--- config.mk ---
export PLATFORM = sky130hd
export DESIGN_NAME = icache
export DESIGN_NICKNAME = d
export VERILOG_FILES = /design/src/logic/icache_pkg.sv /design/src/logic/icache_req_buf.sv /design/src/logic/icache_arrays.sv /design/src/logic/icache_ctrl.sv /design/src/logic/icache_fetch_out.sv /design/src/logic/icache.sv
export VERILOG_INCLUDE_DIRS = /design/src /design/src/logic
export SDC_FILE = /design/constraint.sdc
export NUM_CORES = 2
export LEC_CHECK = 0
export BUFFER_PORTS_ARGS = -buffer_cell sky130_fd_sc_hd__buf_2
export CAP_MARGIN = 20
export CORE_UTILIZATION = 42
export CTS_BUF_LIST = sky130_fd_sc_hd__clkbuf_2
export CTS_CLUSTER_DIAMETER = 30
export DETAILED_ROUTE_END_ITERATION = 7
export PLACE_DENSITY_LB_ADDON = 0.1
export SYNTH_ARGS = -nofsm -noshare
export SYNTH_HDL_FRONTEND = slang
export SYNTH_MEMORY_MAX_BITS = 65536
export SYNTH_SLANG_ARGS = --single-unit
--- constraint.sdc ---
create_clock -name clk -period 24.6 [get_ports clk]
set_clock_uncertainty 0.05 [all_clocks]
set_input_delay 3.69 -clock clk [delete_from_list [all_inputs] [get_ports clk]]
set_output_delay 3.69 -clock clk [all_outputs]
set_load 0.02 [all_outputs]
--- src/logic/icache_consts.svh ---
// icache geometry constants and the filler word for an unused fetch slot
`ifndef ICACHE_CONSTS_SVH
`define ICACHE_CONSTS_SVH

// 16 sets
`define ICACHE_INDEX_W   4
`define ICACHE_SETS      (1 << `ICACHE_INDEX_W)

// four 32-bit words per line
`define ICACHE_OFFSET_W  2

// lru logic assumes exactly two ways
`define ICACHE_WAYS      2

// address bits above index, word offset and byte offset
`define ICACHE_TAG_W     (32 - `ICACHE_INDEX_W - `ICACHE_OFFSET_W - 2)
`define ICACHE_LINE_W    (32 << `ICACHE_OFFSET_W)

`define ICACHE_FILL_WORD 32'h1234abcd

`endif

--- src/logic/icache_pkg.sv ---
// icache types shared by the fetch interface, the controller and the arrays
`include "icache_consts.svh"

package icache_pkg;

    ////////////////////////////////////////
    // opcodes and controller states
    ////////////////////////////////////////

    typedef enum logic [0:0] {
        op_fetch,
        op_inv_index
    } icache_op_e;

    typedef enum logic [1:0] {
        st_idle,
        st_lookup,
        st_miss_req,
        st_miss_wait
    } icache_state_e;

    ////////////////////////////////////////
    // fetch and memory payloads
    ////////////////////////////////////////

    typedef struct packed {
        logic [31:0] addr;
        icache_op_e  op;
    } fetch_req_t;

    // insn[31:0] is the addressed word, insn[63:32] the next one
    typedef struct packed {
        logic [31:0] pc;
        logic [63:0] insn;
        logic        pair_valid;
    } fetch_resp_t;

    typedef logic [`ICACHE_LINE_W-1:0] mem_line_t;

endpackage

--- src/logic/icache_req_buf.sv ---
// icache request buffer, keeps the accepted request through lookup and refill
`timescale 1ns/1ns
`include "icache_consts.svh"

module icache_req_buf import icache_pkg::*; (
    input  logic       clk,
    input  logic       rst_n,
    input  logic       we,
    input  fetch_req_t req,
    output fetch_req_t buf_req
);

    fetch_req_t req_q;

    // written once per accepted request
    always_ff @(posedge clk or negedge rst_n) begin
        if (!rst_n) begin
            req_q <= '0;
        end else if (we) begin
            req_q <= req;
        end
    end

    // tag, index and pc all come from here until the next accept
    assign buf_req = req_q;

    ////////////////////////////////////////
    // checks
    ////////////////////////////////////////

    // the pipeline must hand over a fully defined request
    a_req_known : assert property (
        @(posedge clk) disable iff (!rst_n)
        we |-> !$isunknown(req)
    );

endmodule

--- src/logic/icache_arrays.sv ---
// icache storage, tag and data per way with valid and lru bits per set
`timescale 1ns/1ns
`include "icache_consts.svh"

module icache_arrays import icache_pkg::*; (
    input  logic                               clk,
    input  logic                               rst_n,
    input  logic                               rd_en,
    input  logic [`ICACHE_INDEX_W-1:0]         rd_index,
    input  logic [`ICACHE_TAG_W-1:0]           cmp_tag,
    output logic [`ICACHE_WAYS-1:0]            hit,
    output mem_line_t [`ICACHE_WAYS-1:0]       way_lines,
    output logic                               victim_way,
    input  logic [`ICACHE_INDEX_W-1:0]         wr_index,
    input  logic                               fill_we,
    input  logic                               fill_way,
    input  mem_line_t                          fill_line,
    input  logic                               inv_we,
    input  logic                               touch,
    input  logic                               touch_way
);

    logic [`ICACHE_WAYS-1:0]    valid_q [`ICACHE_SETS];
    // most recently used way per set
    logic [`ICACHE_SETS-1:0]    lru_q;
    logic [`ICACHE_INDEX_W-1:0] rd_index_q;

    ////////////////////////////////////////
    // per-way tag and data
    ////////////////////////////////////////

    for (genvar w = 0; w < `ICACHE_WAYS; w++) begin : g_way
        logic [`ICACHE_TAG_W-1:0] tag_mem [`ICACHE_SETS];
        mem_line_t                data_mem [`ICACHE_SETS];
        logic [`ICACHE_TAG_W-1:0] tag_q;
        mem_line_t                line_q;

        // a fill also loads the read registers, so a deferred answer can hit
        always_ff @(posedge clk) begin
            if (fill_we && fill_way == 1'(w)) begin
                tag_mem[wr_index]  <= cmp_tag;
                data_mem[wr_index] <= fill_line;
                tag_q              <= cmp_tag;
                line_q             <= fill_line;
            end else if (rd_en) begin
                tag_q  <= tag_mem[rd_index];
                line_q <= data_mem[rd_index];
            end
        end

        assign hit[w]       = valid_q[rd_index_q][w] && (tag_q == cmp_tag);
        assign way_lines[w] = line_q;
    end

    ////////////////////////////////////////
    // valid and lru state
    ////////////////////////////////////////

    always_ff @(posedge clk or negedge rst_n) begin
        if (!rst_n) begin
            for (int s = 0; s < `ICACHE_SETS; s++) begin
                valid_q[s] <= '0;
            end
            lru_q      <= '0;
            rd_index_q <= '0;
        end else begin
            if (rd_en) begin
                rd_index_q <= rd_index;
            end
            if (inv_we) begin
                valid_q[wr_index] <= '0;
            end else if (fill_we) begin
                valid_q[wr_index][fill_way] <= 1'b1;
            end
            if (touch) begin
                lru_q[wr_index] <= touch_way;
            end
        end
    end

    // empty way first, else the one not used last
    always_comb begin
        if (!valid_q[rd_index_q][0]) begin
            victim_way = 1'b0;
        end else if (!valid_q[rd_index_q][1]) begin
            victim_way = 1'b1;
        end else begin
            victim_way = ~lru_q[rd_index_q];
        end
    end

    a_hit_onehot : assert property (
        @(posedge clk) disable iff (!rst_n)
        !(&hit)
    );

endmodule

--- src/logic/icache_ctrl.sv ---
// icache controller FSM for lookup, line refill, index invalidate and stall
`timescale 1ns/1ns
`include "icache_consts.svh"

module icache_ctrl import icache_pkg::*; (
    input  logic                    clk,
    input  logic                    rst_n,
    input  logic                    req_valid,
    output logic                    req_ready,
    input  logic                    stall,
    input  fetch_req_t              buf_req,
    input  logic [`ICACHE_WAYS-1:0] hit,
    input  logic                    victim_way,
    output logic                    buf_we,
    output logic                    rd_en,
    output logic                    fill_we,
    output logic                    fill_way,
    output logic                    inv_we,
    output logic                    touch,
    output logic                    touch_way,
    output logic                    mem_req,
    output logic [31:0]             mem_addr,
    input  logic                    mem_addr_ok,
    input  logic                    mem_data_ok,
    output logic                    sel_return,
    output logic                    sel_way,
    output logic                    resp_fire,
    output logic                    hold
);

    icache_state_e state, state_nxt;
    logic          accept;
    logic          is_inv;

    assign is_inv = (buf_req.op == op_inv_index);

    // a hit or an invalidate in lookup frees the slot for the next request
    assign req_ready = !stall && (state == st_idle ||
                       (state == st_lookup && (is_inv || (|hit))));
    assign accept    = req_valid && req_ready;
    assign buf_we    = accept;
    assign rd_en     = accept;

    assign mem_addr   = {buf_req.addr[31:`ICACHE_OFFSET_W+2], {(`ICACHE_OFFSET_W+2){1'b0}}};
    assign sel_return = (state == st_miss_wait);
    assign sel_way    = hit[1];
    assign fill_way   = victim_way;
    assign hold       = stall;

    always_comb begin
        state_nxt = state;
        mem_req   = 1'b0;
        fill_we   = 1'b0;
        inv_we    = 1'b0;
        touch     = 1'b0;
        touch_way = hit[1];
        resp_fire = 1'b0;
        case (state)
            st_idle: begin
                if (accept) state_nxt = st_lookup;
            end
            st_lookup: begin
                if (is_inv) begin
                    inv_we    = 1'b1;
                    state_nxt = accept ? st_lookup : st_idle;
                end else if (|hit) begin
                    // hit waits here while stalled
                    if (!stall) begin
                        resp_fire = 1'b1;
                        touch     = 1'b1;
                        state_nxt = accept ? st_lookup : st_idle;
                    end
                end else begin
                    state_nxt = st_miss_req;
                end
            end
            st_miss_req: begin
                mem_req = 1'b1;
                if (mem_addr_ok) state_nxt = st_miss_wait;
            end
            st_miss_wait: begin
                if (mem_data_ok) begin
                    fill_we   = 1'b1;
                    touch     = 1'b1;
                    touch_way = victim_way;
                    // under stall, answer later from the refilled way
                    if (!stall) begin
                        resp_fire = 1'b1;
                        state_nxt = st_idle;
                    end else begin
                        state_nxt = st_lookup;
                    end
                end
            end
            default: state_nxt = st_idle;
        endcase
    end

    always_ff @(posedge clk or negedge rst_n) begin
        if (!rst_n) begin
            state <= st_idle;
        end else begin
            state <= state_nxt;
        end
    end

    ////////////////////////////////////////
    // checks
    ////////////////////////////////////////

    // memory may only take an address that is being offered
    a_addr_ok_with_req : assert property (
        @(posedge clk) disable iff (!rst_n)
        mem_addr_ok |-> mem_req
    );

    // line data only for the single outstanding refill
    a_data_ok_in_wait : assert property (
        @(posedge clk) disable iff (!rst_n)
        mem_data_ok |-> state == st_miss_wait
    );

endmodule

--- src/logic/icache_fetch_out.sv ---
// icache response stage, picks the line and word pair and holds it on stall
`timescale 1ns/1ns
`include "icache_consts.svh"

module icache_fetch_out import icache_pkg::*; (
    input  logic                         clk,
    input  logic                         rst_n,
    input  fetch_req_t                   buf_req,
    input  mem_line_t [`ICACHE_WAYS-1:0] way_lines,
    input  mem_line_t                    mem_line,
    input  logic                         sel_return,
    input  logic                         sel_way,
    input  logic                         resp_fire,
    input  logic                         hold,
    output fetch_resp_t                  resp,
    output logic                         resp_valid
);

    mem_line_t                  line;
    logic [`ICACHE_OFFSET_W-1:0] offset;
    fetch_resp_t                resp_now;
    fetch_resp_t                resp_q;

    assign offset = buf_req.addr[`ICACHE_OFFSET_W+1:2];

    // refill data passes straight through
    always_comb begin
        line        = sel_return ? mem_line : way_lines[sel_way];
        resp_now.pc = buf_req.addr;
        if (!offset[0]) begin
            resp_now.insn       = line[{offset, 5'd0} +: 64];
            resp_now.pair_valid = 1'b1;
        end else begin
            resp_now.insn       = {`ICACHE_FILL_WORD, line[{offset, 5'd0} +: 32]};
            resp_now.pair_valid = 1'b0;
        end
    end

    always_ff @(posedge clk or negedge rst_n) begin
        if (!rst_n) begin
            resp_q <= '0;
        end else if (resp_fire) begin
            resp_q <= resp_now;
        end
    end

    assign resp       = hold ? resp_q : resp_now;
    assign resp_valid = resp_fire;

endmodule

--- src/logic/icache.sv ---
// icache top, two-way set-associative instruction cache for dual-issue fetch
`timescale 1ns/1ns
`include "icache_consts.svh"

module icache import icache_pkg::*; (
    input  logic        clk,
    input  logic        rst_n,
    input  fetch_req_t  req,
    input  logic        req_valid,
    output logic        req_ready,
    input  logic        stall,
    output fetch_resp_t resp,
    output logic        resp_valid,
    output logic        mem_req,
    output logic [31:0] mem_addr,
    input  logic        mem_addr_ok,
    input  mem_line_t   mem_line,
    input  logic        mem_data_ok
);

    fetch_req_t                   buf_req;
    logic                         buf_we;
    logic                         rd_en;
    logic [`ICACHE_WAYS-1:0]      hit;
    mem_line_t [`ICACHE_WAYS-1:0] way_lines;
    logic                         victim_way;
    logic                         fill_we;
    logic                         fill_way;
    logic                         inv_we;
    logic                         touch;
    logic                         touch_way;
    logic                         sel_return;
    logic                         sel_way;
    logic                         resp_fire;
    logic                         hold;

    icache_req_buf req_buf_inst (
        .clk(clk), .rst_n(rst_n),
        .we(buf_we), .req(req), .buf_req(buf_req)
    );

    // read index from the incoming request, everything else from the buffer
    icache_arrays arrays_inst (
        .clk(clk), .rst_n(rst_n),
        .rd_en(rd_en),
        .rd_index(req.addr[`ICACHE_OFFSET_W+`ICACHE_INDEX_W+1:`ICACHE_OFFSET_W+2]),
        .cmp_tag(buf_req.addr[31 -: `ICACHE_TAG_W]),
        .hit(hit), .way_lines(way_lines), .victim_way(victim_way),
        .wr_index(buf_req.addr[`ICACHE_OFFSET_W+`ICACHE_INDEX_W+1:`ICACHE_OFFSET_W+2]),
        .fill_we(fill_we), .fill_way(fill_way), .fill_line(mem_line),
        .inv_we(inv_we), .touch(touch), .touch_way(touch_way)
    );

    icache_ctrl ctrl_inst (
        .clk(clk), .rst_n(rst_n),
        .req_valid(req_valid), .req_ready(req_ready), .stall(stall),
        .buf_req(buf_req), .hit(hit), .victim_way(victim_way),
        .buf_we(buf_we), .rd_en(rd_en), .fill_we(fill_we), .fill_way(fill_way),
        .inv_we(inv_we), .touch(touch), .touch_way(touch_way),
        .mem_req(mem_req), .mem_addr(mem_addr),
        .mem_addr_ok(mem_addr_ok), .mem_data_ok(mem_data_ok),
        .sel_return(sel_return), .sel_way(sel_way),
        .resp_fire(resp_fire), .hold(hold)
    );

    icache_fetch_out fetch_out_inst (
        .clk(clk), .rst_n(rst_n),
        .buf_req(buf_req), .way_lines(way_lines), .mem_line(mem_line),
        .sel_return(sel_return), .sel_way(sel_way),
        .resp_fire(resp_fire), .hold(hold),
        .resp(resp), .resp_valid(resp_valid)
    );

endmodule

==> summary.txt <==
Outcome
  • Status: completed

Min path
  • Worst Hold End: arrays_inst.valid_q[12]
  • Worst hold path startpoint: arrays_inst.valid_q[12]
  • Worst hold stages: 1
  • Worst min path class: register to register

Synthesis
  • Yosys warning count: 0
  • Post-synthesis area per instance: ~23 um2
  • Synth Area in XOR/XNOR: 0.201%
  • Most common cell in the netlist: edfxtp_1
  • Synth cell types: 66
  • FFs w/ async S/R, synth: under 10%
  • Top cells by area, synth: edfxtp_1 74%, mux4_2 16%, dfrtp_1 2.2%, mux2_2 1.6%, mux2_4 0.90%
  • Post-Synth Adder-Cell Area: 0%
  • Simple-gate share of the synthesized area: less than 1%
  • Share of the synthesized area in the top cell type: between 70% and 80%
  • Largest family of logic cells by synthesized area: multiplexers
  • Synth Area in Compound Gates: under 10%
  • Mux cell area share after synthesis: slightly below 20%
  • Post-synth top cells: 5168 x edfxtp_1, 1528 x mux4_2, 403 x clkbuf_1
  • Yosys top cell by area: edfxtp_1
  • Number of synthesized flops with an enable pin: just over 5000
  • Seq/Total Area, Yosys: 76.4%
  • Top FF cell, synth: edfxtp_1
  • Netlist Area Pre-Place: ~210000 um2
  • Register bit total from synthesis: between 5000 and 6000
  • Cell count after synthesis: 8938

Pwr
  • Flop pwr share: between 50 and 60%
  • Leakage power: 0.0768 uW
  • Gate power share: a little under a fifth
  • Clock share of power: about 30%
  • Sw frac: a little under a third
  • PwrDens: 91.0 nW/um2
  • Worst VDD drop: 0.0863 mV
  • Internal cell power: between 10000 and 15000 uW
  • P_sw: between 6000 and 7000 uW

Worst setup path
  • Critical path data arrival time: 8960 ps
  • CP endpoint kind: primary output
  • Reg-to-reg setup timing slack: 17580 ps
  • R2r endpoint: arrays_inst.g_way[0].data_mem[0][92]
  • CP Launch Type: register
  • Worst Path Required: 20860 ps
  • R2r worst-path depth: 11
  • Crit path max fanout: 40
  • RR Startpoint: req_buf_inst.buf_req[8]
  • Critical path class: register to primary output

STA
  • Final Max Slew Viols: 0
  • Period minus WS final: ~13000 ps
  • RSZ-0062 raised after global routing: false
  • Worst hold slack: 433 ps
  • Setup_tns: 0 ps
  • Rel. slew slack: 9.92%
  • Fin. Hold Viols: 0
  • # setup viols final: 0
  • F_max: ~80 MHz
  • Worst-Margin Slew: roughly 1300 ps
  • Period utilization: between 50 and 60%

Placed design
  • HPWL Detailed: between 300 and 400 mm
  • RePlAce Congestion: between 0.8 and 0.9
  • PortBufs: 294
  • Placed cells: 15600

Detailed routing
  • Vias/cell: 5.92
  • Metal-1 WL: between 200 and 300 mm
  • DR vias: between 100k and 150k
  • Drt first-iter violations: 12800
  • Highest metal used: met5
  • DRT Wirelength: ~660 mm
  • DRC: 0
  • Wire per inst: ~36 um
  • Wire length on met3: ~54 mm
  • Post-DRT Antenna Nets: 0
  • Met2 WL: approximately 310 mm
  • Pre-antenna DRT Iters: 5

Clock tree
  • Postcts setup bufs: 0
  • Clock Pin Slew Worst Setup and Hold Paths: ~90 ps
  • Number of hold buffers added after cts: 0
  • H-tree levels: 7
  • CTS tree: done
  • CTS Root Cell: clkbuf_2
  • Clk_lat worst skew: 2510 ps
  • Cts bufs inserted: ~1500
  • Post-CTS Resized: 0
  • Max Root-Sink Buffers: 5
  • TritonCTS Sinks: approximately 5300

Final layout
  • Layout net count: between 10000 and 15000
  • Layout Cells excl Fill: about 18000
  • Share of post-route cells with drive strength above 1: between 40% and 50%
  • Area grow syn2layout: 11.5%
  • FILL cells: between 40000 and 50000

Global route
  • GRT Total Usage: 26.3%
  • Largest net degree at the start of global routing: 120
  • First-pass GRT wire length: between 900 and 1000 mm
  • Vias in the first global route: between 100k and 150k
  • Initial antenna violation count: 96
  • Grt ovf: 0

Floorplan
  • Die Area: 501000 um2
  • Core Box Area: 495000 um2
  • Initial core utilization: between 40% and 50%
  • Die span in y: a little over 700 um
  • Site Rows: about 260
  • Die span in x: 707 um
  • Top-Level Pins: 299

Flow run
  • MaxCap Viol Count: 0
-- stage by stage --
stage	utilization, %	setup WS [ps]	total power [uW]	instance area [um2]
finish	47.1	11900	21200	233000
detailed placement	44.4	14290	15000	219000
floorplan	-	12980	13100	209000
CTS	47.1	11660	21400	233000
global route	47.1	11610	22000	233000
global placement	44.4	14270	14900	219000
-- flip-flops by register name, indices dropped and copies added (netlist names), named ones only --
| register | count |
|---|---|
| arrays_inst.g_way.data_mem | 4096 |
| arrays_inst.g_way.line_q | 256 |
| arrays_inst.g_way.tag_mem | 768 |
| arrays_inst.g_way.tag_q | 48 |
| arrays_inst.lru_q | 16 |
| arrays_inst.valid_q | 32 |
| ctrl_inst.state | 1 |
| fetch_out_inst.resp_q | 97 |
| req_buf_inst.buf_req | 33 |
-- area by class of cell --
cell class | instances | area (um2) | area share, %
Clock inverter | 542 | 3010 | 1.29
Sequential cell | 5348 | 160000 | 68.5
Inverter | 36 | 140 | 0.0601
Tap cell | 6630 | 8300 | 3.56
Timing Repair Buffer | 632 | 4420 | 1.90
Multi-Input combinational cell | 2965 | 46900 | 20.1
Clock buffer | 2086 | 10400 | 4.48
Antenna cell | 54 | 135 | 0.0580
-- worst max-delay path, stage by stage, from the launching register on --
cell and delay (ps):
dfrtp_1 340, buf_4 380, xor2_1 170, nor4_1 880
and3_4 780, buf_4 530, buf_4 710, a41oi_1 200
o21ai_1 650, a32oi_1 220, buf_4 250, a31oi_1 870
buf_2 320
-- cell usage in the layout (no fill, tap or decap), types with 34 or more instances in the layout --
master,instances
a21boi_0,48
a31oi_1,85
a41oi_1,79
buf_2,289
buf_4,311
clkbuf_2,2086
clkinv_1,345
clkinv_2,144
dfrtp_1,178
diode_2,54
edfxtp_1,5168
mux2_1,38
mux2_2,299
mux2_4,126
mux2i_1,34
mux4_2,1528
nor2_1,128
nor2_4,35
nor3_1,38
o21ai_0,111
-- power by group through the flow --
stage          registers, uW  logic [uW]  clock network, uW
2_1_floorplan          11200        1920                  0
3_3_place_gp           11100        3810                  0
3_5_place_dp           11100        3850                  0
4_1_cts                10900        3860               6580
5_1_grt                11000        4000               7020
6_report               10900        3880               6390
-- cells by family after synthesis --
family,count (synthesis)
AO/OA/AOI/OAI,538
XOR/XNOR,48
buffers and inverters,628
flip-flops,5348
multiplexers,2030
other,1
AND/OR/NAND/NOR,345
-- routing by layer --
layer  global-route usage (%)  vias to the layer above
li1                         -                    42600
met1                     36.4                    59300
met2                     41.2                     5315
met3                     6.16                     1098
met4                     9.10                       26
met5                        0                        -
-- worst max-delay path by stage --
stage / start / endpoint / slack [ps] / cells past startpoint
CTS: req_buf_inst.buf_req[9] / resp[21] / 11660 / 12
floorplan: mem_data_ok / arrays_inst.g_way[1].data_mem[3][0] / 12980 / 7
detailed placement: mem_line[72] / resp[9] / 14290 / 6
finish: req_buf_inst.buf_req[9] / resp[21] / 11900 / 12
global placement: mem_line[72] / resp[9] / 14270 / 6
global route: req_buf_inst.buf_req[9] / resp[21] / 11610 / 12
(Power assumes the default switching activity.)
